[config.mk]
export PLATFORM = sky130hd
export DESIGN_NAME = fetch_unit
export DESIGN_NICKNAME = d
export VERILOG_FILES = /design/src/source/fetch_unit.sv
export VERILOG_INCLUDE_DIRS = /design/src /design/src/common
export SDC_FILE = /design/constraint.sdc
export NUM_CORES = 1
export LEC_CHECK = 0
export BUFFER_PORTS_ARGS = -buffer_cell sky130_fd_sc_hd__buf_2
export CAP_MARGIN = 20
export CORE_ASPECT_RATIO = 1.25
export CORE_MARGIN = 2
export CORE_UTILIZATION = 45
export CTS_CLUSTER_DIAMETER = 150
export DETAILED_ROUTE_END_ITERATION = 8
export PLACE_DENSITY = 0.84
export SYNTH_ARGS = -nofsm -noshare
export SYNTH_HDL_FRONTEND = slang
export SYNTH_SLANG_ARGS = --single-unit
[constraint.sdc]
create_clock -name clk -period 3.1 [get_ports clk]
set_clock_uncertainty 0.05 [all_clocks]
set_input_delay 0.31 -clock clk [delete_from_list [all_inputs] [get_ports clk]]
set_output_delay 0.31 -clock clk [all_outputs]
set_load 0.02 [all_outputs]
[src/common/blimp_settings.svh]
// --------------------
// Global sizing macros for the blimp core
// Datapath width, register count, reorder depth, reset PC
// --------------------
`ifndef BLIMP_SETTINGS_SVH
`define BLIMP_SETTINGS_SVH

// Data and address width
`define BLIMP_XLEN 32
// Architectural registers, x0 hardwired to zero
`define BLIMP_NUM_REGS 32
`define BLIMP_REG_ADDR_BITS 5
// Sequence number width, sets reorder slots and in-flight limit
`define BLIMP_SEQ_NUM_BITS 5
// First fetch address
`define BLIMP_RESET_PC 32'h200

`endif
[src/source/fetch_unit.sv]
// --------------------
// Fetch unit
// Sequential PC, one outstanding instruction memory request
// --------------------
`timescale 1ns/1ps
`include "blimp_settings.svh"

module fetch_unit (
  input  logic                   clk,
  input  logic                   rst,
  // Instruction memory request
  output logic                   mem_req_val,
  input  logic                   mem_req_rdy,
  output logic [`BLIMP_XLEN-1:0] mem_req_addr,
  // Instruction memory response
  input  logic                   mem_resp_val,
  output logic                   mem_resp_rdy,
  input  logic [`BLIMP_XLEN-1:0] mem_resp_data,
  // To decode
  output logic                   f_val,
  input  logic                   f_rdy,
  output logic [`BLIMP_XLEN-1:0] f_pc,
  output logic [`BLIMP_XLEN-1:0] f_inst
);

  logic [`BLIMP_XLEN-1:0] pc;
  logic                   req_val;
  logic                   outstanding;
  logic                   resp_xfer;

  // PC stays put until its response is accepted
  assign mem_req_val  = req_val;
  assign mem_req_addr = pc;

  // Response passes straight through to decode
  assign mem_resp_rdy = f_rdy;
  assign f_val        = mem_resp_val;
  assign f_pc         = pc;
  assign f_inst       = mem_resp_data;
  assign resp_xfer    = mem_resp_val && mem_resp_rdy;

  always_ff @(posedge clk) begin
    if (rst) begin
      pc          <= `BLIMP_RESET_PC;
      req_val     <= 1'b0;
      outstanding <= 1'b0;
    end else if (mem_req_val && mem_req_rdy) begin
      // Request taken, wait for its response
      req_val     <= 1'b0;
      outstanding <= 1'b1;
    end else if (resp_xfer) begin
      // Next sequential request
      outstanding <= 1'b0;
      req_val     <= 1'b1;
      pc          <= pc + `BLIMP_XLEN'd4;
    end else if (!req_val && !outstanding) begin
      // Idle right after reset
      req_val <= 1'b1;
    end
  end

endmodule

Yosys cells after proc, flatten, opt, wreduce, memory -nomap -nowiden:

Cells that the tools add are included.
Widths: inputs -> output; s select.

* add/subtract/negate cells: 1
* muxes and demuxes: 4
* bitwise gates (word level): 1
* reductions and logical operators: 9

Operator list (number)
* $add 32x3->32 const B: 1
* $mux 1: 4
* $reduce_bool 2->1: 2
* $logic_and 1x1->1: 3
* $logic_not 1->1: 2
* $reduce_and 2->1: 1
* $reduce_or 2->1: 1
* $not 1->1: 1

* bits in registers: 34
* bits of input ports: 37
* output and inout port bits: 99
* logic and storage cells: 18

Depth between registers and ports, before layout:

* depth after elaboration: 4
* mapped depth: 7
* mapped depth without buffers: 6

Least setup slack after synthesis:

No wires, ideal clock.

* path kind: reg-to-reg
* from: register pc[5], in the netlist f_pc[5]
* to: register pc[31], in the netlist f_pc[31]
* library setup time: 71 ps
* arrival time: 1784 ps
* required time: 2979 ps
* slack: 1195 ps
* cell stages (with the launch flop): 8
* path buffers: 2
* clock period less this slack: 1905 ps
* path through: dfxtp_1 and4_1 buf_4 and3_1 buf_4 nand3_2 or4_1 a21oi_1

* cells in the longest elaborated chain, start to end: 1

Ends and longest elaborated chain
* start, declared: RTL line fetch_unit.sv:26 `` logic [`BLIMP_XLEN-1:0] pc; ``
* start signal, assigned: RTL line fetch_unit.sv:44 `` pc <= `BLIMP_RESET_PC; ``
* start signal, assigned: RTL line fetch_unit.sv:55 `` pc <= pc + `BLIMP_XLEN'd4; ``
* $add 32x3->32: RTL line fetch_unit.sv:55

No other way between the ends.
A chain may end at the register's enable or synchronous reset.

Final worst setup path:

* from: register pc[5], in the netlist f_pc[5]
* to: register pc[30], in the netlist f_pc[30]

The elaborated chain is that of the path after synthesis.

==> flow_summary.ini <==
[clock_network]
cts-root-buf = clkbuf_8
cts_buffer_depth = 2
clkTransAtPathRegs_ns = 0.07
post_cts_buffers = 0
cts_tree = done
ctsResizeCount = 0
h-tree-depth = 2
cts.sinks = 32
hold_buffers = 0
cts_made_buffers = 5
clk_latency_ns = 0.29

[layout]
fin_util = 0.466
layout_commonest_cell = buf_2
final_cell_mix = buf_2, dfxtp_1, nor2_1
nNetsFinal = 283
n_antenna_cell = 0
drive_gt1_frac = 0.313
area.growth.synth_to_final_pct = -1.71
stdcell_count = 302

[die]
fp.dieW_microns = 63.3
fp.dieH_microns = 78.1
initial_core_util = 0.474
dieArea_sq_mm = 0.00494
rows = 26
core_area_sq_mm = 0.00416
pin_count = 136

[detailed_routing]
firstDrtPassIters = 4
drt_iter0_markers = 54
drc = 0
vias = 1471
drt_wl_total_microns = 3950
via_per_inst = 4.87
detail-route-antenna-nets = 0
routedWlPerCell_microns = 13.1

[power_and_ir_drop]
power.density_mw_per_mm2 = 405
clock_power_share = 0.423
pwr-share-seq = 0.531
ir_worst_vdd_uv = 221
p_leak_nw = 0.886
power.total_mw = 0.787
switchingPower_mw = 0.185
p_comb_frac = 0.046
internal_power_mw = 0.601
swShare = 0.236

[flow_run]
cap_viol_max_count = 0

[synth]
avgSynthCellArea_sq_um = 8.13
syn_area_sq_mm = 0.00198
synthCells = 243
ys_seq_area_frac = 0.324
netlist_top_cells_area = dfxtp_1, buf_4, xnor2_1
synthDominantCellAreaShare = 0.324
yosys.area.top_type = dfxtp_1
yosys_warnings = 0
synth_cell_type_count = 25
ys_ff_latch = 32

[critical_path]
path_max_fanout = 9
required_ns = 3.27
cp-end-kind = register
crit_type = register to register
worstPathCellList = and4_1 > and3_1 > nand3_1 > or3_1 > a21oi_1
slowest_delay_ns = 0.42
crit_slowest_cell = dfxtp_1
critPathArrivalTime_ns = 2.12
critPathLaunchType = register

[timing]
maxSlewViolCount = 0
setup_viol_count_final = 0
finalCriticalPeriod_ns = 1.95
fmax_mhz = 512
timing.final.crit_share = 0.630
slew_headroom = 0.630
rsz0062_at_grt = false
finalHoldViolations = 0
setup_tns_ns = 0
whs_ns = 0.285
worst_pin_slew_ns = 0.555

[placed_design]
port_buffers = 67
place_congestion = 0.835
hpwl_microns = 2960
dp.cells = 294

[min_path]
hold_path.class = input pin to register

[global_routing]
grt_pass1_wl_microns = 6240
grt_max_degree = 33
grt_pass1_vias = 1329
grt_usage = 0.162
grt-ovfl-total = 0
antenna_found_initial = 0

[outcome]
status = finished, final reports clean
==> cell usage after synthesis <==
master	n
nand4_1	9
a21oi_1	5
nand3_1	12
and4_1	4
o21ai_0	3
nor2_1	30
buf_2	2
xnor2_1	14
nor3_1	6
or3_1	3
ha_1	1
nor4_1	6
conb_1	1
inv_1	2
buf_4	70
o31ai_1	1
clkbuf_1	4
nand2b_1	1
and2_1	4
nand2_1	13
and3_1	6
dfxtp_1	32
or4_1	1
xor2_1	12
nand3_2	1
==> critical path: cells and delay by family, from the launching register on <==
| kind | cells | cell delay (ns) |
|---|---|---|
| compound gates | 1 | 0.15 |
| flops | 1 | 0.42 |
| simple gates | 4 | 1.27 |
==> routing by layer <==
layer	vias to the layer above	GRT usage	routed length (microns)
met2	63	0.283	1950
met5	-	0	0
met3	21	0.0487	309
met1	650	0.176	1560
met4	0	0.0870	131
li1	737	-	-
==> cell type report <==
| class | count | area [sq um] |
|---|---|---|
| inverters | 2 | 7.51 |
| fillers | 457 | 2220 |
| flip-flops and latches | 32 | 641 |
| clock inverters | 2 | 10.0 |
| clock buffers | 6 | 82.6 |
| repair buffers | 68 | 343 |
| well taps | 56 | 70.1 |
| multi-input cells | 136 | 788 |
==> flip-flops by register name, summed over array words and instances (netlist names) <==
| register | flops |
|---|---|
| f_pc | 30 |
| outstanding | 1 |
| mem_req_val | 1 |
==> per-stage QoR <==
| step | worst slack (ns) | area [sq um] |
|---|---|---|
| after floorplan | 1.20 | 1990 |
| after global placement | 1.25 | 1850 |
| after detailed placement | 1.16 | 1850 |
| after CTS | 1.16 | 1940 |
| after global routing | 0.952 | 1940 |
| final | 1.15 | 1940 |
==> power groups by stage <==
stage	logic [mW]	registers (mW)	clock network (mW)
final	0.0360	0.418	0.333
after global placement	0.0358	0.427	0
after global routing	0.0401	0.418	0.361
after CTS	0.0361	0.418	0.340
after detailed placement	0.0361	0.427	0
after floorplan	0.0895	0.430	0
==> kinds of logic after synthesis <==
| family | Yosys count | share of synthesized area |
|---|---|---|
| compound gates | 9 | 0.0241 |
| xor+xnor | 26 | 0.115 |
| fa+ha+maj | 1 | 0.00633 |
| buf+inv | 78 | 0.282 |
| flops | 32 | 0.324 |
| other cells | 1 | 0.00190 |
| simple gates | 96 | 0.246 |
==> worst paths after layout <==
check	cells after the start	start	slack (ns)	end
worst max register to register	5	f_pc[5]$_SDFFE_PP0P_	1.15	f_pc[30]$_SDFFE_PP0P_
worst max-delay path	5	f_pc[5]$_SDFFE_PP0P_	1.15	f_pc[30]$_SDFFE_PP0P_
worst min-delay path	3	mem_req_rdy	0.28	outstanding$_SDFFE_PP0P_
worst min register to register	2	outstanding$_SDFFE_PP0P_	0.43	outstanding$_SDFFE_PP0P_
No activity file was read; power rests on OpenSTA's default activity.
