### config.mk
export PLATFORM = sky130hd
export DESIGN_NAME = alu_unit
export DESIGN_NICKNAME = d
export VERILOG_FILES = /design/src/common/blimp_pkg.sv /design/src/source/alu_unit.sv
export VERILOG_INCLUDE_DIRS = /design/src /design/src/common
export SDC_FILE = /design/constraint.sdc
export NUM_CORES = 1
export LEC_CHECK = 0
export BUFFER_PORTS_ARGS = -buffer_cell sky130_fd_sc_hd__buf_4
export CAP_MARGIN = 20
export CORE_MARGIN = 2
export CORE_UTILIZATION = 54
export CTS_CLUSTER_SIZE = 28
export DETAILED_ROUTE_END_ITERATION = 16
export MAX_ROUTING_LAYER = met4
export PLACE_DENSITY = 0.82
export SYNTH_ARGS = -nofsm -noshare
export SYNTH_HDL_FRONTEND = slang
export SYNTH_SLANG_ARGS = --single-unit
### constraint.sdc
create_clock -name clk -period 3.7 [get_ports clk]
set_clock_uncertainty 0.15 [all_clocks]
set_input_delay 0.37 -clock clk [delete_from_list [all_inputs] [get_ports clk]]
set_output_delay 0.37 -clock clk [all_outputs]
set_load 0.1 [all_outputs]
### src/common/blimp_settings.svh
// --------------------
// Global sizing macros for the blimp core
// Datapath width, register count, reorder depth, reset PC
// --------------------
`ifndef BLIMP_SETTINGS_SVH
`define BLIMP_SETTINGS_SVH

// Data and address width
`define BLIMP_XLEN 32
// Architectural registers, x0 hardwired to zero
`define BLIMP_NUM_REGS 32
`define BLIMP_REG_ADDR_BITS 5
// Sequence number width, sets reorder slots and in-flight limit
`define BLIMP_SEQ_NUM_BITS 5
// First fetch address
`define BLIMP_RESET_PC 32'h200

`endif
### src/common/blimp_pkg.sv
// --------------------
// Shared types for the blimp core
// ALU operation encoding, issue and result payloads
// --------------------
`include "blimp_settings.svh"

package blimp_pkg;

  // ALU operation select
  typedef enum logic [2:0] {
    op_add,
    op_sub,
    op_and,
    op_or,
    op_xor,
    op_slt,
    op_nop
  } alu_op_t;

  // Decode to execute pipe
  typedef struct packed {
    logic [`BLIMP_SEQ_NUM_BITS-1:0]  seq_num;
    logic [`BLIMP_XLEN-1:0]          pc;
    alu_op_t                         op;
    logic [`BLIMP_XLEN-1:0]          op_a;
    logic [`BLIMP_XLEN-1:0]          op_b;
    logic [`BLIMP_REG_ADDR_BITS-1:0] waddr;
    logic                            wen;
  } issue_t;

  // Execute pipe to commit
  typedef struct packed {
    logic [`BLIMP_SEQ_NUM_BITS-1:0]  seq_num;
    logic [`BLIMP_XLEN-1:0]          pc;
    logic [`BLIMP_REG_ADDR_BITS-1:0] waddr;
    logic [`BLIMP_XLEN-1:0]          wdata;
    logic                            wen;
  } result_t;

endpackage

### src/source/alu_unit.sv
// --------------------
// Single-cycle ALU pipe
// --------------------
`timescale 1ns/1ps
`include "blimp_settings.svh"

module alu_unit (
  input  logic                clk,
  input  logic                rst,
  input  logic                issue_val,
  input  blimp_pkg::issue_t   issue,
  output logic                result_val,
  output blimp_pkg::result_t  result
);

  import blimp_pkg::*;

  logic [`BLIMP_XLEN-1:0] alu_out;

  always_comb begin
    case (issue.op)
      op_add:  alu_out = issue.op_a + issue.op_b;
      op_sub:  alu_out = issue.op_a - issue.op_b;
      op_and:  alu_out = issue.op_a & issue.op_b;
      op_or:   alu_out = issue.op_a | issue.op_b;
      op_xor:  alu_out = issue.op_a ^ issue.op_b;
      // Signed compare
      op_slt:  alu_out = {{(`BLIMP_XLEN-1){1'b0}},
                          ($signed(issue.op_a) < $signed(issue.op_b))};
      default: alu_out = '0;
    endcase
  end

  always_ff @(posedge clk) begin
    if (rst) begin
      result_val <= 1'b0;
    end else begin
      result_val <= issue_val;
    end
  end

  // Result payload with its tags
  always_ff @(posedge clk) begin
    result.seq_num <= issue.seq_num;
    result.pc      <= issue.pc;
    result.waddr   <= issue.waddr;
    result.wdata   <= alu_out;
    result.wen     <= issue.wen;
  end

endmodule

# Yosys cells after proc, flatten, opt, wreduce, memory -nomap -nowiden
# Cells that the tools add are included.
# totals
register_bits	76
wordCells	19
# classes
magnitude_cmp	1
n_bitwise	3
muxes	1
n_eq_ne	5
n_reduce_logical	1
add_sub_neg	2
# op_table
operator	n
$pmux 32 s6	1
$add 32x32->32	1
$and 32x32->32	1
$lt 32x32->1	1
$or 32x32->32	1
$sub 32x32->32	1
$xor 32x32->32	1
$eq 3x2->1 const B	2
$eq 3x3->1 const B	2
$eq 3x1->1 const B	1
$logic_not 3->1	1

# Logic depth before layout (Yosys ltp)
# logic_depth
ltp_word	2
ltp_mapped	12

# Least setup slack after synthesis
# Ideal clock, no wire load.
# synth_path
kind	input-to-reg
startpoint	input port issue[38] (netlist name)
endpoint	register result[1] (netlist name)
arrival_time_ns	2.711
stages	12
setup_time_ns	0.118
path_slack_ns	0.721
cell_sequence	inv_1 -> ha_1 -> fa_1 -> nor3_1 -> a211o_1 -> a311oi_2 -> and2_1 -> o21ai_2 -> nor2_1 -> or4_4 -> a21oi_1 -> o21ai_1
# synth_between
elab_chain_cells	2
word_cells_on_any_way	7
# synth_rtl
element	line_no	source
start: declaration	alu_unit.sv:11	input blimp_pkg::issue_t issue,
$sub 32x32->32, or another cell as far along	alu_unit.sv:23	op_sub: alu_out = issue.op_a - issue.op_b;
$pmux 32 s6 (*)	alu_unit.sv:21	case (issue.op)
net alu_out[0]	alu_unit.sv:18	logic [`BLIMP_XLEN-1:0] alu_out;
end: declaration	alu_unit.sv:13	output blimp_pkg::result_t result
# Mark *: on every way through the listed nets, which the timed path passes. The rest lies on a longest branch.
# A chain may end at the register's enable or synchronous reset.

# Worst setup path in the final report
# layout_path
startpoint	input port issue[6] (netlist name)
endpoint	register result[29] (netlist name)
# layout_between
elab_chain_cells	2
word_cells_on_any_way	3
# layout_rtl
element	line_no
$sub 32x32->32 or $add 32x32->32 (tied branches)	alu_unit.sv:23, alu_unit.sv:22
$pmux 32 s6 (*)	alu_unit.sv:21
net alu_out[28]	alu_unit.sv:18
# Marked as above.

==> key figures <==
Setup path
  – CP Launch Type: input pin
  – CP max FO: 5
  – Crit Path Category: in -> reg
  – Critical path's slowest cell: o31ai_1
  – Arrival time at the worst endpoint: between 3 and 4 ns
  – Max incr delay on CP: between 0.4 and 0.5 ns
  – Cell Chain, Critical Path: buf_4 > ha_1 > fa_1 > a21oi_1 > o22ai_1 > o31ai_1 > o21ai_1 > a21bo_2 > a2111o_1 > nand2_1 > mux2i_1 > o21ai_0
  – Critical Path RT: between 3 and 4 ns
  – Crit. End Element: register

Timing
  – Final Hold Vio Count: 0
  – Setup TNS: 0 ns
  – Relative slew margins: between 40 and 50%
  – Period utilisation layout: a little over four fifths
  – Worst Slack Setup Final: between 0.5 and 0.6 ns
  – Tmin final: between 3 and 4 ns
  – Tightest Pin Transition: roughly 0.75 ns
  – RSZ-0062 raised after global routing: no
  – Final setup violation count: 0
  – Max Freq: between 0.3 and 0.4 GHz
  – Final Slew Violations: 0

Logic synthesis
  – Top post-synthesis cells by area: dfxtp_1 23%, ha_1 19%, a21oi_1 5.9%
  – Seq/Total Area, Yosys: a little under a quarter
  – Post-synth EDFFs: 0
  – Top FF cell, synth: dfxtp_1
  – Yosys cell types: between 70 and 80
  – Cell taking the most area after synthesis: dfxtp_1
  – Post-Syn Area: 0.00671 mm2
  – Synth Area in XOR/XNOR: around 1.8%
  – Post-Synth Simple-Gate Area: approximately 18%
  – Largest family of logic cells by synthesized area: compound AO/OA/AOI/OAI gates
  – Synth top area share: between 20 and 25%
  – Yosys warns: 0
  – Mux share of post-synthesis cell area: approximately 1.2%
  – Fraction of registers with async set/reset: 0%
  – Net count after synthesis: roughly 1100
  – Adder-cell share of the synthesized area: roughly a fifth
  – Synthesized area per cell: between 7 and 8 um2
  – Cells after Synth: 893
  – Compound-gate portion of the synthesized area: 28.5%
  – Seq cells post-synth: 76

Cells and area
  – Fillers: between 900 and 1000
  – # nets final: about 1300
  – Layout cells sized above 1: around 21%
  – Area growth, synth to finish: 34.6%

Routing
  – Top Metal Used: met4
  – Vias: approximately 7300
  – Met1 Routed Length: 9230 um
  – WL final: approximately 22000 um
  – Initial DRC count: between 500 and 600
  – WL per Instance: between 15 and 20 um
  – Met3 WL: 1930 um
  – # DRC: 0
  – Detail Route Antenna Nets: 0
  – Via/cell ratio: approximately 5.8
  – DR pass1 iterations: 5
  – Met2 wire length: 10500 um

Power and ir drop
  – Psw: around 1.5 mW
  – Int Power: between 2 and 2.5 mW
  – Sequential Power Share: 25.4%
  – Sw Ratio: around two fifths
  – Maximum vdd drop: 0.223 mV
  – Combinational power share: between 40% and 50%
  – Clock power frac: slightly above 30%
  – Final Power: ~3.6 mW
  – Pwr/cell area: roughly 400 mW/mm2
  – Leakage: 4.35 nW

Clock network
  – Clk sink count: 76
  – Num CTS Buffers: 9
  – H-tree depth: 3
  – CTS tree: built
  – CTS clk-pin slew, worst paths: about 0.070 ns
  – CTS root buf: clkbuf_16
  – CTS Buffer Depth: 2

Floorplanning
  – Die X: 115 um
  – Die area: between 0.01 and 0.015 mm2
  – Area of the core: 0.0121 mm2
  – Site Rows: 40
  – Initial core utilization: between 50% and 60%
  – Die H: 115 um
  – Num ports: roughly 190

Global route
  – Initial antenna violation count: 1
  – First-pass GRT wire length: ~35000 um
  – Largest net degree at the start of global routing: 50
  – GRT Overall Usage: 34.1%
  – Gr ovfl total: 0
  – Number of global-route vias before repair: approximately 7000

Place
  – Pre-CTS WS: 0.272 ns
  – Buffers on Ports: 188
  – Dpl hpwl: about 15000 um
  – Final Wtd Congestion: a little under 1

Flow run
  – Max cap viols: 0

Outcome
  – Status: complete, no violations

Hold path
  – HP Class: in -> reg
[area by class of cell]
| class | count | area, um2 | share of cell area, % |
|---|---|---|---|
| multi-input cells | 669 | 4600 | 50.9 |
| inverters | 98 | 368 | 4.07 |
| clock buffers | 12 | 246 | 2.73 |
| repair buffers | 247 | 1960 | 21.7 |
| well taps | 168 | 210 | 2.33 |
| diodes | 1 | 2.50 | 0.0277 |
| flip-flops and latches | 76 | 1520 | 16.9 |
| clock inverters | 4 | 120 | 1.33 |
[cell usage after synthesis, types with 4 or more instances]
cell,instances
o21bai_1,6
a21boi_0,7
o31ai_1,11
nor3_1,22
nand2_1,71
o32a_1,7
or2_2,4
nand3b_1,4
dfxtp_1,76
o31a_1,4
nand4_1,8
nor2b_1,5
nor4_1,5
buf_4,5
a21oi_1,79
o21ai_0,56
a211oi_1,16
clkbuf_1,35
a21o_1,11
a221oi_1,5
o211ai_1,19
o21a_1,4
buf_1,5
a32oi_1,4
xnor2_1,13
nand3_1,27
ha_1,101
inv_1,95
and2_1,6
o22ai_1,14
mux2i_1,8
a31oi_1,5
nor2_1,88
[layout by cell type, fill, tap and decap left out, types with 11 or more instances in the layout]
cell type and n:
a211oi_1 16, a21o_1 11, a21oi_1 79, buf_4 204, dfxtp_1 76, dlygate4sd3_1 43, ha_1 101, inv_1 95
nand2_1 71, nand3_1 27, nor2_1 88, nor3_1 22, o211ai_1 19, o21ai_0 56, o22ai_1 14, o31ai_1 11
xnor2_1 13
[sequential cells by signal, summed over array words and instances (netlist names)]
| signal | flops |
|---|---|
| result | 75 |
| result_val | 1 |
[metal layers]
metal	vias up	track usage [%]
met5	-	-
met4	0	13.3
met3	62	6.80
met2	386	55.7
met1	3333	41.5
li1	3560	-
[final timing paths]
path / to / from / slack (ns) / cells after the start
worst max-delay path: result[29] / issue[6] / 0.56 / 12
worst min-delay path: result_val / rst / 0.04 / 2
[critical path, delay by kind of cell]
kind            cells  cell delay [ns]
simple gates        1             0.09
compound gates      7             1.94
buf+inv             1             0.12
mux                 1             0.07
fa+ha+maj           2             0.67
[metrics by stage]
step	hold slack (ns)	cell area, um2	instances	util (%)
after floorplan	0.248	6710	893	-
after global placement	0.324	8230	1215	68.2
after detailed placement	0.326	8230	1215	68.2
after CTS	0.0281	9020	1274	74.8
after global routing	0.0415	9030	1275	74.8
final	0.0429	9030	1275	74.8
[power by group through the flow]
stage	logic (mW)	registers, mW	clock network [mW]
floorplan	0.598	1.47	0
global placement	1.52	0.933	0
detailed placement	1.53	0.935	0
CTS	1.58	0.919	1.11
global route	1.70	0.925	1.15
finish	1.60	0.921	1.11
[repair_timing]
| action | CTS | global route |
|---|---|---|
| hold buffers | 43 | 0 |
| hold endpoints to repair | 43 | 0 |
| setup endpoints to repair | 0 | 0 |
| resized for setup | 0 | 0 |
| setup buffers | 0 | 0 |
[kinds of logic after synthesis]
group | count (synthesis)
DFF | 76
adders and majority gates | 103
muxes | 8
buffers and inverters | 148
AOI/OAI and AO/OA | 286
xor gates and xnor gates | 14
and+or+nand+nor | 258
Power figures use the tool's default switching activity.
