## src/common/blimp_settings.svh

```systemverilog
// --------------------
// Global sizing macros for the blimp core
// Datapath width, register count, reorder depth, reset PC
// --------------------
`ifndef BLIMP_SETTINGS_SVH
`define BLIMP_SETTINGS_SVH

// Data and address width
`define BLIMP_XLEN 32
// Architectural registers, x0 hardwired to zero
`define BLIMP_NUM_REGS 32
`define BLIMP_REG_ADDR_BITS 5
// Sequence number width, sets reorder slots and in-flight limit
`define BLIMP_SEQ_NUM_BITS 5
// First fetch address
`define BLIMP_RESET_PC 32'h200

`endif
```

## src/common/blimp_pkg.sv

```systemverilog
// --------------------
// Shared types for the blimp core
// ALU operation encoding, issue and result payloads
// --------------------
`include "blimp_settings.svh"

package blimp_pkg;

  // ALU operation select
  typedef enum logic [2:0] {
    op_add,
    op_sub,
    op_and,
    op_or,
    op_xor,
    op_slt,
    op_nop
  } alu_op_t;

  // Decode to execute pipe
  typedef struct packed {
    logic [`BLIMP_SEQ_NUM_BITS-1:0]  seq_num;
    logic [`BLIMP_XLEN-1:0]          pc;
    alu_op_t                         op;
    logic [`BLIMP_XLEN-1:0]          op_a;
    logic [`BLIMP_XLEN-1:0]          op_b;
    logic [`BLIMP_REG_ADDR_BITS-1:0] waddr;
    logic                            wen;
  } issue_t;

  // Execute pipe to commit
  typedef struct packed {
    logic [`BLIMP_SEQ_NUM_BITS-1:0]  seq_num;
    logic [`BLIMP_XLEN-1:0]          pc;
    logic [`BLIMP_REG_ADDR_BITS-1:0] waddr;
    logic [`BLIMP_XLEN-1:0]          wdata;
    logic                            wen;
  } result_t;

endpackage

```

## src/writeback_commit/writeback_commit_unit.sv

```systemverilog
// --------------------
// Writeback and commit unit
// Reorder buffer by sequence number, in-order commit
// --------------------
`timescale 1ns/1ps
`include "blimp_settings.svh"

module writeback_commit_unit (
  input  logic                            clk,
  input  logic                            rst,
  // From execute pipes
  input  logic                            alu_result_val,
  input  blimp_pkg::result_t              alu_result,
  input  logic                            mul_result_val,
  input  blimp_pkg::result_t              mul_result,
  // Commit
  output logic                            commit_val,
  output logic [`BLIMP_XLEN-1:0]          commit_pc,
  output logic [`BLIMP_REG_ADDR_BITS-1:0] commit_waddr,
  output logic [`BLIMP_XLEN-1:0]          commit_wdata,
  output logic                            commit_wen
);

  import blimp_pkg::*;

  localparam int NUM_SLOTS = 1 << `BLIMP_SEQ_NUM_BITS;

  result_t                        rob [NUM_SLOTS];
  logic [NUM_SLOTS-1:0]           rob_full;
  logic [`BLIMP_SEQ_NUM_BITS-1:0] head;
  logic                           head_ready;

  // Only slots filled on an earlier edge count
  assign head_ready = rob_full[head];

  // --------------------
  // Slot bookkeeping
  // --------------------
  always_ff @(posedge clk) begin
    if (rst) begin
      rob_full   <= '0;
      head       <= '0;
      commit_val <= 1'b0;
    end else begin
      commit_val <= head_ready;
      if (head_ready) begin
        rob_full[head] <= 1'b0;
        head           <= head + 1'b1;
      end
      // Arrivals never hit the slot being retired
      if (alu_result_val) begin
        rob_full[alu_result.seq_num] <= 1'b1;
      end
      if (mul_result_val) begin
        rob_full[mul_result.seq_num] <= 1'b1;
      end
    end
  end

  // Payload storage and commit registers
  always_ff @(posedge clk) begin
    if (alu_result_val) begin
      rob[alu_result.seq_num] <= alu_result;
    end
    if (mul_result_val) begin
      rob[mul_result.seq_num] <= mul_result;
    end
    commit_pc    <= rob[head].pc;
    commit_waddr <= rob[head].waddr;
    commit_wdata <= rob[head].wdata;
    commit_wen   <= rob[head].wen;
  end

endmodule

```

## config.mk

```make
export PLATFORM = sky130hd
export DESIGN_NAME = writeback_commit_unit
export DESIGN_NICKNAME = d
export VERILOG_FILES = /design/src/common/blimp_pkg.sv /design/src/writeback_commit/writeback_commit_unit.sv
export VERILOG_INCLUDE_DIRS = /design/src /design/src/common
export SDC_FILE = /design/constraint.sdc
export NUM_CORES = 2
export LEC_CHECK = 0
export BUFFER_PORTS_ARGS = -buffer_cell sky130_fd_sc_hd__buf_4
export CAP_MARGIN = 40
export CORE_UTILIZATION = 63
export DETAILED_ROUTE_END_ITERATION = 12
export MAX_ROUTING_LAYER = met4
export PLACE_DENSITY = 0.8
export REMOVE_ABC_BUFFERS = 1
export SLEW_MARGIN = 0
export SYNTH_ARGS = -nofsm -noshare
export SYNTH_HDL_FRONTEND = slang
export SYNTH_SLANG_ARGS = --single-unit
```

## constraint.sdc

```tcl
create_clock -name clk -period 4.71 [get_ports clk]
set_clock_uncertainty 0.15 [all_clocks]
set_input_delay 1.1775 -clock clk [delete_from_list [all_inputs] [get_ports clk]]
set_output_delay 1.1775 -clock clk [all_outputs]
set_load 0.01 [all_outputs]
```

* Word level (Yosys, flattened, before mapping)
Memories as Yosys holds them, arrays and structs flattened. A register that Yosys moved wholly into a read port is not among the register bits.
Index checks and enable logic that the tools add are counted.
** Word-level totals
- Register bits :: 38
- Memory bits (writable) :: 2400
- Input port bits :: 154
- Output and inout bits :: 71
- Word-level logic and storage cells :: 35
- Memories :: 1
** Memories
- rob :: depth 32, width 75, rd ports 1, clocked after memory_dff 1, wr ports 2, line writeback_commit_unit.sv:28 : result_t rob [NUM_SLOTS];
** Cells by class
- Add/sub/neg operators :: 1
- Magnitude comparators :: 6
- Mux-type cells :: 17
- Bitwise gates (word level) :: 4
- Reduce and logical (&&, ||, !) cells :: 3
** Operators by type and width (count)
- 2-to-1 mux 32 bit :: 5
- bitwise OR 32 bit :: 2
- AND 32 bit :: 1
- NOT 32 bit :: 1
- less-than comparator 5 x 6 -> 1 bit, second input constant :: 3
- demux 1 bit (select 5 bit) :: 3
- greater-or-equal comparator 5 x 1 -> 1 bit, second input constant :: 3
- 2-to-1 mux 1 bit :: 8
- adder 5 x 1 -> 5 bit, second input constant :: 1
- binary-select mux 1 bit (select 5 bit) :: 1
- logical AND 1 bit :: 3

* Depth between registers and ports, before layout
- Depth after elaboration :: 13
- Depth in mapped cells :: 11
- Gate-level depth less buffers :: 6

* Worst setup path after synthesis
OpenSTA, ideal clock, no wires.
- Kind :: input port to flip-flop
- Start point :: input mul_result[71] in the netlist's numbering
- End point :: memory rob[12][0] in the netlist's numbering (enable)
- Setup time :: 0.424 ns
- Arrival time :: 3.734 ns
- Data required time :: 4.136 ns
- Slack :: 0.403 ns
- Stages :: 6
- Path buffers :: 2
- Path through :: or2_2 -> clkbuf_1 -> nor2_1 -> clkbuf_1 -> a21oi_1 -> inv_1
** RTL lines
- start, declared :: line writeback_commit_unit.sv:15 : input blimp_pkg::result_t mul_result,
- end, declared :: line writeback_commit_unit.sv:28

==> results.sh <==
export IMPL_ys_types=42
export IMPL_grt_pass1_vias=66800
export IMPL_clk_pin_slew_worst_paths_ns=0.06
export IMPL_rsz0062_at_grt="false"
export IMPL_ys_ff_latch=2348
export IMPL_final_setup_tns_ns=0
export IMPL_cts_tree="yes"
export IMPL_final_nets=6595
export IMPL_post_route_period_util_pct=68.2
export IMPL_crit_path_max_incr_delay_ns=0.81
export IMPL_yosys_area_top_type="edfxtp_1"
export IMPL_drc_errors=0
export IMPL_finalCriticalPeriod_ns=3.21
export IMPL_grt_first_pass_wirelength_um=490000
export IMPL_h_tree_depth=4
export IMPL_async_reset_ff_share_pct=0
export IMPL_synth_area_leaders="edfxtp_1, mux2_2, mux4_2, clkbuf_1, dfxtp_1"
export IMPL_cts_root_buffer="clkbuf_16"
export IMPL_required_ns=5.15
export IMPL_placed_cell_area_sq_um=119000
export IMPL_hpwl_um=180000
export IMPL_path_cells="buf_12 > mux4_2 > a22oi_1 > nand4_1"
export IMPL_status="finished, final reports clean"
export IMPL_die_h_um=429
export IMPL_tightest_slew_ns=0.952
export IMPL_drv_cap=0
export IMPL_gp_congestion=0.903
export IMPL_cts_sinks=2348
export IMPL_design_portCount=225
export IMPL_yosysSeqAreaShare_pct=60.5
export IMPL_stdcell_count=9033
export IMPL_fmax_ghz=0.312
export IMPL_netlist_area_leader_share_pct=58.6
export IMPL_hold_violations=0
export IMPL_power_density_nw_per_um2=422
export IMPL_drive_gt1_share_pct=54.8
export IMPL_finalSetupViolCount=0
export IMPL_area_growth_pct=10.8
export IMPL_first_pass_iters=8
export IMPL_ir_drop_uv=445
export IMPL_slew_viol_final=0
export IMPL_grt_antenna_before_repair=22
export IMPL_fillCellCount=11100
export IMPL_design_area_sq_um=127000
export IMPL_core_area_sq_um=181000
export IMPL_dp_cells=8572
export IMPL_synth_edff_count=2240
export IMPL_synthCells=6641
export IMPL_die_w_um=429
export IMPL_slowest_stage="dfxtp_4"
export IMPL_start_util_pct=63.5
export IMPL_synth_area_sq_um=115000
export IMPL_track_usage_pct=38.5
export IMPL_critPathMaxFanout=38
export IMPL_ctsResizeCount=0
export IMPL_num_vias=67600
export IMPL_worstSetupStartpointType="flop"
export IMPL_crit_type="reg -> reg"
export IMPL_drtIter0Drc=10500
export IMPL_endpoint_kind="flop"
export IMPL_antenna_left=0
export IMPL_rrSetupSlack_ns=1.50
export IMPL_yosys_warnings=0
export IMPL_slew_headroom_pct=36.1
export IMPL_num_rows=156
export IMPL_cts_hold_buf=0
export IMPL_globalRouteOverflowTotal=0
export IMPL_fp_dieArea_sq_um=184000
export IMPL_cts_buffer_depth=3
export IMPL_portBuffers=224
export IMPL_hold_class="reg -> reg"
export IMPL_postCtsSetupBuffers=0
export IMPL_cp_arrival_ns=3.65
export IMPL_synth_avg_cell_area_sq_um=17.3
export IMPL_grt_max_degree=99
export IMPL_drt_wl_total_um=345000
export IMPL_avgRoutedWirePerCell_um=38.2
export IMPL_synth_top_flop_cell="edfxtp_1"
export IMPL_viasPerCell=7.49
export IMPL_numCtsBuffers=233
export IMPL_p_leak_nw=40.3
export IMPL_worst_skew_pair_late_latency_ns=0.88
-- logic make-up after synthesis --
group	synth area share (%)
AOI/OAI and AO/OA	2.31
xor gates and xnor gates	0.00764
adders and majority gates	0.0436
buffers and inverters	3.02
DFF	60.5
muxes	33.1
and+or+nand+nor	0.973
-- layout by cell type (no fill, tap or decap), types with 18 or more instances in the layout --
master / count
mux2_2: 2240
edfxtp_1: 2240
mux4_2: 562
buf_4: 314
a22oi_1: 280
clkbuf_16: 237
dfxtp_1: 106
buf_12: 102
nand4_1: 71
clkbuf_1: 69
nand2_1: 43
a21oi_1: 42
clkbuf_8: 34
clkinv_1: 32
clkinv_2: 32
o21ai_0: 26
inv_6: 25
nand2_4: 24
diode_2: 20
bufinv_16: 18
-- where the power goes --
group | switching [mW] | internal [mW]
sequential | 0.405 | 23.7
combinational | 5.43 | 5.25
clock | 8.12 | 10.8
-- routing by layer --
layer | up-vias | track usage (%) | wire length [um]
li1 | 26300 | - | -
met5 | - | - | 0
met2 | 5176 | 58.1 | 163000
met4 | 0 | 16.1 | 16200
met3 | 948 | 8.19 | 42300
met1 | 35200 | 51.2 | 123000
-- worst max-delay path: cells and delay by family (launching register included) --
family	cells	cell delay [ns]
multiplexers	1	0.56
AND/OR/NAND/NOR	1	0.49
buffers and inverters	1	0.41
flip-flops	1	0.81
AO/OA/AOI/OAI	1	0.47
-- synth_stat cells (2+ instances only) --
| cell | instances |
|---|---|
| edfxtp_1 | 2240 |
| mux2_2 | 2240 |
| clkbuf_1 | 709 |
| mux4_2 | 562 |
| a22oi_1 | 280 |
| buf_2 | 109 |
| dfxtp_1 | 108 |
| nand4_1 | 71 |
| nand2_1 | 67 |
| a21oi_1 | 42 |
| buf_1 | 38 |
| o21ai_0 | 26 |
| nor2_1 | 25 |
| inv_1 | 22 |
| mux2i_1 | 13 |
| a31oi_1 | 12 |
| nor2b_1 | 9 |
| nor3b_1 | 7 |
| o21ai_1 | 7 |
| o31ai_1 | 7 |
| and3b_1 | 5 |
| and3_1 | 4 |
| ha_1 | 4 |
| nand3_1 | 4 |
| nor3_1 | 4 |
| nand2b_1 | 3 |
| nand3b_1 | 3 |
| or3_1 | 3 |
| and2_1 | 2 |
| o221ai_1 | 2 |
| o22ai_1 | 2 |
-- layout make-up --
| type | instances | area, sq um | share of cell area, % |
|---|---|---|---|
| diodes | 20 | 50.0 | 0.0394 |
| clock buffers | 340 | 6660 | 5.24 |
| clock inverters | 101 | 1080 | 0.853 |
| inverters | 23 | 186 | 0.147 |
| multi-input cells | 3411 | 42200 | 33.2 |
| flip-flops and latches | 2348 | 69400 | 54.6 |
| well taps | 2370 | 2970 | 2.33 |
| repair buffers | 420 | 4510 | 3.55 |
-- state kept, by name, indices dropped and copies added, names as in the netlist --
name          count
commit_wen        1
head              5
commit_pc        32
rob            2240
commit_wdata     32
rob_full         32
commit_val        1
commit_waddr      5
-- final timing paths --
kind,from,to,depth (start not counted)
worst max register to register,head[0],commit_wdata[31],4
worst max-delay path,head[0],commit_wdata[31],4
worst min register to register,rob_full[20],rob_full[20],2
worst min-delay path,rob_full[20],rob_full[20],2
-- stage by stage --
stage                     worst slack [ns]  total power, mW  hold WS, ns  utilization [%]
final                                 1.50             53.7        0.328             70.3
after global routing                  1.50             55.0        0.348             70.3
after CTS                             1.61             53.7        0.325             70.3
after detailed placement             0.828             35.1        0.316             66.0
after global placement               0.878             34.9        0.309             65.9
after floorplan                     -21.94             29.7        0.292                -
Power figures use the tool's default switching activity.
