==> config.mk <==
export PLATFORM = sky130hd
export DESIGN_NAME = decode_issue_unit
export DESIGN_NICKNAME = d
export VERILOG_FILES = /design/src/common/blimp_pkg.sv /design/src/decode_issue/decode_issue_unit.sv
export VERILOG_INCLUDE_DIRS = /design/src /design/src/common
export SDC_FILE = /design/constraint.sdc
export NUM_CORES = 2
export LEC_CHECK = 0
export BUFFER_PORTS_ARGS = -buffer_cell sky130_fd_sc_hd__buf_4
export CAP_MARGIN = 10
export CORE_MARGIN = 8
export CORE_UTILIZATION = 58
export CTS_BUF_LIST = sky130_fd_sc_hd__clkbuf_8
export DETAILED_ROUTE_END_ITERATION = 10
export PLACE_DENSITY = 0.79
export SETUP_SLACK_MARGIN = 0.4
export SKIP_CTS_REPAIR_TIMING = 1
export SYNTH_ARGS = -nofsm -noshare
export SYNTH_HDL_FRONTEND = slang
export SYNTH_SLANG_ARGS = --single-unit
export TNS_END_PERCENT = 50
==> constraint.sdc <==
create_clock -name clk -period 4.45 [get_ports clk]
set_clock_uncertainty 0.1 [all_clocks]
set_input_delay 0.445 -clock clk [delete_from_list [all_inputs] [get_ports clk]]
set_output_delay 0.445 -clock clk [all_outputs]
set_load 0.01 [all_outputs]
==> src/common/blimp_settings.svh <==
// --------------------
// Global sizing macros for the blimp core
// Datapath width, register count, reorder depth, reset PC
// --------------------
`ifndef BLIMP_SETTINGS_SVH
`define BLIMP_SETTINGS_SVH

// Data and address width
`define BLIMP_XLEN 32
// Architectural registers, x0 hardwired to zero
`define BLIMP_NUM_REGS 32
`define BLIMP_REG_ADDR_BITS 5
// Sequence number width, sets reorder slots and in-flight limit
`define BLIMP_SEQ_NUM_BITS 5
// First fetch address
`define BLIMP_RESET_PC 32'h200

`endif
==> src/common/blimp_pkg.sv <==
// --------------------
// Shared types for the blimp core
// ALU operation encoding, issue and result payloads
// --------------------
`include "blimp_settings.svh"

package blimp_pkg;

  // ALU operation select
  typedef enum logic [2:0] {
    op_add,
    op_sub,
    op_and,
    op_or,
    op_xor,
    op_slt,
    op_nop
  } alu_op_t;

  // Decode to execute pipe
  typedef struct packed {
    logic [`BLIMP_SEQ_NUM_BITS-1:0]  seq_num;
    logic [`BLIMP_XLEN-1:0]          pc;
    alu_op_t                         op;
    logic [`BLIMP_XLEN-1:0]          op_a;
    logic [`BLIMP_XLEN-1:0]          op_b;
    logic [`BLIMP_REG_ADDR_BITS-1:0] waddr;
    logic                            wen;
  } issue_t;

  // Execute pipe to commit
  typedef struct packed {
    logic [`BLIMP_SEQ_NUM_BITS-1:0]  seq_num;
    logic [`BLIMP_XLEN-1:0]          pc;
    logic [`BLIMP_REG_ADDR_BITS-1:0] waddr;
    logic [`BLIMP_XLEN-1:0]          wdata;
    logic                            wen;
  } result_t;

endpackage

==> src/decode_issue/decode_issue_unit.sv <==
// --------------------
// Decode and issue unit
// RV32 subset decoder, register file, scoreboard
// In-flight limit, sequence numbering, pipe routing
// --------------------
`timescale 1ns/1ps
`include "blimp_settings.svh"

module decode_issue_unit (
  input  logic                            clk,
  input  logic                            rst,
  // From fetch
  input  logic                            f_val,
  output logic                            f_rdy,
  input  logic [`BLIMP_XLEN-1:0]          f_pc,
  input  logic [`BLIMP_XLEN-1:0]          f_inst,
  // To execute pipes
  output logic                            alu_issue_val,
  output blimp_pkg::issue_t               alu_issue,
  output logic                            mul_issue_val,
  output blimp_pkg::issue_t               mul_issue,
  // From commit
  input  logic                            commit_val,
  input  logic [`BLIMP_REG_ADDR_BITS-1:0] commit_waddr,
  input  logic [`BLIMP_XLEN-1:0]          commit_wdata,
  input  logic                            commit_wen
);

  import blimp_pkg::*;

  localparam int NUM_SLOTS = 1 << `BLIMP_SEQ_NUM_BITS;

  logic [6:0]                      opcode;
  logic [2:0]                      funct3;
  logic [6:0]                      funct7;
  logic [`BLIMP_REG_ADDR_BITS-1:0] rs1, rs2, rd;
  logic [`BLIMP_XLEN-1:0]          imm;
  logic [`BLIMP_XLEN-1:0]          rs1_val, rs2_val;
  alu_op_t                         op;
  logic                            is_mul, uses_rs1, uses_rs2, use_imm, dec_wen;
  logic                            hazard, stall, fire;

  logic [`BLIMP_XLEN-1:0]          regs [`BLIMP_NUM_REGS];
  logic [`BLIMP_NUM_REGS-1:0]      busy;
  logic [`BLIMP_SEQ_NUM_BITS:0]    inflight;
  logic [`BLIMP_SEQ_NUM_BITS-1:0]  seq_num;
  // Bit 1 means a mul went out two cycles ago
  logic [1:0]                      mul_hist;

  // --------------------
  // Decode
  // --------------------
  assign opcode = f_inst[6:0];
  assign rd     = f_inst[11:7];
  assign funct3 = f_inst[14:12];
  assign rs1    = f_inst[19:15];
  assign rs2    = f_inst[24:20];
  assign funct7 = f_inst[31:25];
  assign imm    = {{(`BLIMP_XLEN-12){f_inst[31]}}, f_inst[31:20]};

  always_comb begin
    // Unknown encodings fall through as a no-op
    op       = op_nop;
    is_mul   = 1'b0;
    uses_rs1 = 1'b0;
    uses_rs2 = 1'b0;
    use_imm  = 1'b0;
    dec_wen  = 1'b0;
    if (opcode == 7'b0110011) begin
      uses_rs1 = 1'b1;
      uses_rs2 = 1'b1;
      dec_wen  = 1'b1;
      case ({funct7, funct3})
        {7'b0000000, 3'b000}: op = op_add;
        {7'b0100000, 3'b000}: op = op_sub;
        {7'b0000000, 3'b111}: op = op_and;
        {7'b0000000, 3'b110}: op = op_or;
        {7'b0000000, 3'b100}: op = op_xor;
        {7'b0000000, 3'b010}: op = op_slt;
        {7'b0000001, 3'b000}: is_mul = 1'b1;
        default: begin
          uses_rs1 = 1'b0;
          uses_rs2 = 1'b0;
          dec_wen  = 1'b0;
        end
      endcase
    end else if (opcode == 7'b0010011 && funct3 == 3'b000) begin
      // addi
      op       = op_add;
      uses_rs1 = 1'b1;
      use_imm  = 1'b1;
      dec_wen  = 1'b1;
    end
    // x0 is never written
    if (rd == '0) begin
      dec_wen = 1'b0;
    end
  end

  // Operand read, x0 reads zero
  assign rs1_val = (rs1 == '0) ? '0 : regs[rs1];
  assign rs2_val = (rs2 == '0) ? '0 : regs[rs2];

  // --------------------
  // Issue control
  // --------------------
  assign hazard = (uses_rs1 && busy[rs1]) || (uses_rs2 && busy[rs2]) ||
                  (dec_wen && busy[rd]);
  // ALU result would land with the mul from two cycles back
  assign stall  = hazard || (inflight == NUM_SLOTS) || (!is_mul && mul_hist[1]);
  assign f_rdy  = f_val && !stall;
  assign fire   = f_rdy;

  assign alu_issue_val = fire && !is_mul;
  assign mul_issue_val = fire && is_mul;

  always_comb begin
    alu_issue.seq_num = seq_num;
    alu_issue.pc      = f_pc;
    alu_issue.op      = op;
    alu_issue.op_a    = rs1_val;
    alu_issue.op_b    = use_imm ? imm : rs2_val;
    alu_issue.waddr   = rd;
    alu_issue.wen     = dec_wen;
    // Same payload, the mul pipe ignores op
    mul_issue         = alu_issue;
  end

  // --------------------
  // State
  // --------------------
  always_ff @(posedge clk) begin
    if (rst) begin
      busy     <= '0;
      inflight <= '0;
      seq_num  <= '0;
      mul_hist <= '0;
      for (int i = 0; i < `BLIMP_NUM_REGS; i++) begin
        regs[i] <= '0;
      end
    end else begin
      mul_hist <= {mul_hist[0], mul_issue_val};
      // Commit writes back and frees its destination
      if (commit_val && commit_wen) begin
        regs[commit_waddr] <= commit_wdata;
        busy[commit_waddr] <= 1'b0;
      end
      if (fire) begin
        seq_num <= seq_num + 1'b1;
        if (dec_wen) begin
          busy[rd] <= 1'b1;
        end
      end
      // In-flight count, one in and one out per cycle at most
      case ({fire, commit_val})
        2'b10:   inflight <= inflight + 1'b1;
        2'b01:   inflight <= inflight - 1'b1;
        default: inflight <= inflight;
      endcase
    end
  end

endmodule

# --- Yosys cells after proc, flatten, opt, wreduce, memory -nomap -nowiden ---
# Memories as Yosys holds them, arrays and structs flattened.
# Cells that the tools add are included.
# W data, S select, Z words.
op_classes:
  n_reduce_logical: 25
  bitwise_logic: 3
  muxes: 37
  n_eq_ne: 11
  n_lt_le_gt_ge: 6
  addsub: 3
ops:
  columns: ["op", "n"]
  rows:
  - ["$mux W32", 8]
  - ["$and A32 B32 Y32", 1]
  - ["$not A32 Y32", 1]
  - ["$or A32 B32 Y32", 1]
  - ["$reduce_or A32 Y1", 1]
  - ["$eq A10 B3 Y1 const B", 3]
  - ["$lt A5 B6 Y1 const B", 4]
  - ["$mux W1", 19]
  - ["$pmux W3 S6", 1]
  - ["$bmux W1 S5", 3]
  - ["$logic_not A5 Y1", 3]
  - ["$pmux W6 S2", 1]
  - ["$logic_and A1 B1 Y1", 11]
  - ["$demux W1 S5", 2]
  - ["$eq A10 B2 Y1 const B", 1]
  - ["$eq A10 B4 Y1 const B", 1]
  - ["$eq A10 B9 Y1 const B", 1]
  - ["$ge A5 B1 Y1 const B", 2]
  - ["$logic_not A10 Y1", 1]
  - ["$eq A7 B5 Y1 const B", 1]
  - ["$eq A7 B6 Y1 const B", 1]
  - ["$reduce_or A7 Y1", 1]
  - ["$add A6 B1 Y6 const B", 1]
  - ["$eq A6 B6 Y1 const B", 1]
  - ["10 further kinds", 15]
totals:
  output_inout_bits: 223
  mem_bits_rw: 1024
  regBits: 45
  in_bits: 106
  mem_count: 1
memory_table:
  columns: ["memory", "words", "width", "read_ports", "rd_clocked_by_memory_dff", "write_ports", "line", "rtl"]
  rows:
  - ["regs", 32, 32, 2, 0, 32, "decode_issue_unit.sv:43", "logic [`BLIMP_XLEN-1:0] regs [`BLIMP_NUM_REGS];"]

# --- Logic depth before layout (Yosys ltp) ---
logic_depth:
  depth_word: 13
  ltp_mapped: 19

# --- Least setup slack after synthesis ---
# Ideal clock, no wire load.
synth_path:
  path_kind: "input to register"
  startpoint: "in f_inst[17]"
  endpoint: "reg inflight[4]"
  cell_stages: 17
  n_path_buf: 3
  required_time_ns: 4.222
  slack_ns: 0.230
  arrival_time_ns: 3.992
  path_cell_list: "buf_2 mux4_2 mux2_2 nand3_1 o21ai_1 or4_1 a21o_1 buf_2 ha_1 buf_1 xor2_1 ha_1 a21oi_1 a32oi_1 a21oi_1 xnor2_1 nor2_1"
synth_between:
  elab_chain_cells: 11
synth_rtl:
  columns: ["item", "line", "rtl"]
  rows:
  - ["start: declaration", "decode_issue_unit.sv:16", "input logic [`BLIMP_XLEN-1:0] f_inst,"]
  - ["$bmux W1 S5 (*)", "decode_issue_unit.sv:107", "assign hazard = (uses_rs1 && busy[rs1]) || (uses_rs2 && busy[rs2]) ||"]
  - ["$mux W1 (not written as such) (*)", "decode_issue_unit.sv:107", null]
  - ["$logic_and A1 B1 Y1 (*)", "decode_issue_unit.sv:107", null]
  - ["$logic_or A1 B1 Y1 (*) (2 in a row)", "decode_issue_unit.sv:107", null]
  - ["$logic_or A1 B1 Y1 (*) (2 in a row)", "decode_issue_unit.sv:110", "assign stall = hazard || (inflight == NUM_SLOTS) || (!is_mul && mul_hist[1]);"]
  - ["$logic_not A1 Y1 (*)", "decode_issue_unit.sv:111", "assign f_rdy = f_val && !stall;"]
  - ["$logic_and A1 B1 Y1 (*)", "decode_issue_unit.sv:111", null]
  - ["$eq A2 B1 Y1 or $eq A2 B2 Y1 (tied branches)", "decode_issue_unit.sv:155", "case ({fire, commit_val})"]
  - ["$pmux W6 S2 or $reduce_bool A2 Y1 (tied branches)", null, null]
  - ["end signal: assignment", "decode_issue_unit.sv:156", "2'b10: inflight <= inflight + 1'b1;"]
  - ["end signal: assignment", "decode_issue_unit.sv:157", "2'b01: inflight <= inflight - 1'b1;"]
  - ["end signal: assignment", "decode_issue_unit.sv:158", "default: inflight <= inflight;"]
  - ["end: declaration", "decode_issue_unit.sv:45", "logic [`BLIMP_SEQ_NUM_BITS:0] inflight;"]
# Every way passes the cells marked *; elsewhere a longest branch is shown, timed or not. The select of a mux whose other input is x is not followed.
# A chain may end at the register's enable or synchronous reset.

==> metrics.csv <==
stage,metric,value,unit
clock_tree,cts_made_buffers,175,
clock_tree,cts_sinks,1069,
final_layout,fin_nets,3933,
run_status,violations,negative hold slack,
sta,setup-tns-final,0,ps
detailed_routing,drcViolationCount,0,
setup_path,slowest_delay,660,ps
floorplan,die-area,111200,um2
yosys,synth-simple-area-share,12.80,%
setup_path,cp_max_fo,137,
setup_path,slowest_stage,buf_12,
final_layout,layout_common_cells,"and2_1 (1026), edfxtp_1 (1024), mux4_2 (649)",
yosys,ys_seq_area_share,54.15,%
sta,worst_pin_slew,1256,ps
global_route,antenna_found_initial,23,
floorplan,die_height,333.4,um
detailed_routing,postRouteAntennaNets,0,
setup_path,critPathMostFrequentCell,mux4_2,
global_route,track_usage,33.00,%
final_layout,syn_to_final_growth,10.37,%
clock_tree,clockBufferDepth,3,
final_layout,nFillCells,6860,
sta,period_needed,4004,ps
sta,setup_viol,0,
setup_path,cp-start-kind,input port,
setup_path,critPathBufInv,3,
yosys,synth_cells,3770,
final_layout,layout_commonest_cell,and2_1,
global_route,grt_max_degree,138,
place,numPlacedInstances,4924,
setup_path,crit_path_end_kind,output pin,
power_and_ir_drop,finalPower,23.21,mW
run,cap_violations,0,
clock_tree,cts_tree,built,
setup_path,cpLargestDelayFamily,multiplexers,
sta,finalHoldViolCount,22,
floorplan,start_util,58.45,%
detailed_routing,drtIter0Drc,6586,
min_path,hold_class,input port to flop,
clock_tree,htree_levels,4,
yosys,synth_mux_area_share,26.52,%
floorplan,die_w,333.4,um
power_and_ir_drop,power_density,359.7,nW/um2
yosys,synth_cell_types,57,
final_layout,final_cells,5263,
global_route,overflow,0,
setup_path,cp.required,3900,ps
yosys,netlist_area,58450,um2
yosys,synthFlopType,edfxtp_1,
yosys,synth.avg_cell_area,15.50,um2
sta,slew_headroom,16.04,%
min_path,holdPathStages,2,
sta,hold_ws,-10.09,ps
yosys,postSynthNetCount,3880,
global_route,grt_pass1_vias,37060,
floorplan,ioPinCount,329,
yosys,synthAdderAreaFrac,0.1199,%
sta,fin_ws,446.0,ps
final_layout,layout-drive-gt1-share,33.67,%
sta,finalMaxSlewViolations,0,
place,place_ws,216.4,ps
floorplan,rows,116,
sta,min_period_over_period,89.98,%
power_and_ir_drop,p_leak,22.63,nW
detailed_routing,dr.pass1.iters,5,
global_route,grt_pass1_wl,261700,um
setup_path,crit_cells,7,
setup_path,arrival,3460,ps
yosys,synth_enable_flop_cells,1024,
yosys,synth_top_family_by_area,multiplexers,
floorplan,coreArea,100000,um2
setup_path,critical_path_class,input port to output pin,
clock_tree,clk_latency,880,ps
setup_path,r2r_cells,13,
sta,max_freq,0.2497,GHz
yosys,ys_warn_count,0,
place,io_buffers,232,
yosys,yosys.area_share.xor_xnor,0.1049,%
detailed_routing,via_per_inst,7.078,
place,routabilityCongestion,0.9518,
yosys,synth-seq-cells,1069,
detailed_routing,detail_route.wirelength,185900,um
power_and_ir_drop,vdd_drop_max,0.2924,mV
yosys,synth-compound-area-share,1.702,%
yosys,synthArstFlopShare,0,%
detailed_routing,wl_per_cell,35.33,um
run_status,status,finished with violations,
setup_path,crit_chain,"buf_8, buf_12, mux4_2, mux4_2, mux2i_1, o21ai_0, buf_4",
detailed_routing,vias,37253,
clock_tree,cts.clk_slew.worst_paths,60,ps
clock_tree,cts_root_buf,clkbuf_8,
place,dpl.hpwl,112200,um
final_layout,final_util,64.51,%
sta,rsz0062_at_grt,false,
-- synth_stat cells, drive strengths merged (3+ instances only) --
master	n	share of area, %
nand3b	7	0.090
and3b	4	0.060
and3	3	0.032
edfxtp	1024	53
and2	1026	11
o22ai	36	0.39
nand2b	4	0.043
a22o	3	0.045
or4	3	0.039
mux2	11	0.21
or3	14	0.15
clkbuf	313	2.0
mux2i	76	1.3
buf	216	2.4
nand2	26	0.17
or2	3	0.032
xor2	5	0.075
ha	4	0.086
or3b	4	0.060
a22oi	4	0.051
nor2	100	0.64
nand4b	3	0.096
nor2b	9	0.096
nor3b	5	0.073
inv	37	0.24
mux4	649	25
nor3	4	0.034
nand3	9	0.086
a211oi	8	0.12
o21ai	48	0.41
dfxtp	45	1.5
a21o	34	0.44
a21oi	12	0.10
-- worst reg2reg max path, cell delays in order (launching register included) --
cell and delay [ps]:
dfxtp_1 350, mux4_2 480, mux2_2 290, nand3_1 80, o21ai_1 70, or4_4 550
a21o_1 210, buf_4 180, ha_1 280, a22o_1 290, o21ai_0 170, a32oi_1 130
or3_1 320, a21oi_1 140
-- stage by stage --
step                cell area (um2)  hold WS (ps)
finish                        64510        -10.09
floorplan                     58450         313.8
global placement              61180         327.2
global route                  64480         1.478
detailed placement            61180         342.3
CTS                           64270        -150.6
-- state kept, by name (all words and copies together) (netlist names) --
| signal | count |
|---|---|
| mul_hist | 2 |
| seq_num | 5 |
| regs | 1024 |
| busy | 32 |
| inflight | 6 |
-- power breakdown --
| part | total, mW | internal [mW] | switching [mW] |
|---|---|---|---|
| Sequential | 11.8 | 11.5 | 0.271 |
| Combinational | 3.48 | 1.62 | 1.86 |
| Clock | 7.91 | 3.87 | 4.04 |
-- logic make-up (layout without fill, tap and decap cells) --
group           count (synthesis)  after routing
compound gates                155            155
xor+xnor                        7              7
fa+ha+maj                       6              6
buf+inv                       566            749
flops                        1069           1069
mux                           736            736
other cells                     0             12
simple gates                 1231           1231
-- layout make-up --
type | count | area (um2) | share of cell area [%]
sequential | 1069 | 31650 | 49.06
clock inverter | 126 | 599.3 | 0.9291
tap | 1298 | 1624 | 2.518
clock buffer | 181 | 2491 | 3.862
antenna | 12 | 30.03 | 0.04655
multi-input combinational | 2135 | 24420 | 37.85
inverter | 37 | 143.9 | 0.2231
timing repair buffer | 405 | 3553 | 5.508
-- routing by layer --
layer  track usage (%)  share of wire (%)  routed length (um)
met5                 0               0.10                 195
met3             11.12                 16               29700
met1             42.29                 33               60790
met2             49.99                 45               84200
met4             17.79                5.9               11050
-- path summary, 6_finish.rpt --
| path | from | to | slack (ps) |
|---|---|---|---|
| worst max register to register | busy[23]$_SDFF_PP0_ | inflight[5]$_SDFFE_PP0P_ | 750 |
| worst min-delay path | commit_wdata[25] | regs[13][25]$_SDFFCE_PN0P_ | -10 |
| worst min register to register | mul_hist[0]$_SDFF_PP0_ | mul_hist[1]$_SDFF_PP0_ | 340 |
| worst max-delay path | f_inst[21] | alu_issue[24] | 450 |
(Power assumes the default switching activity.)
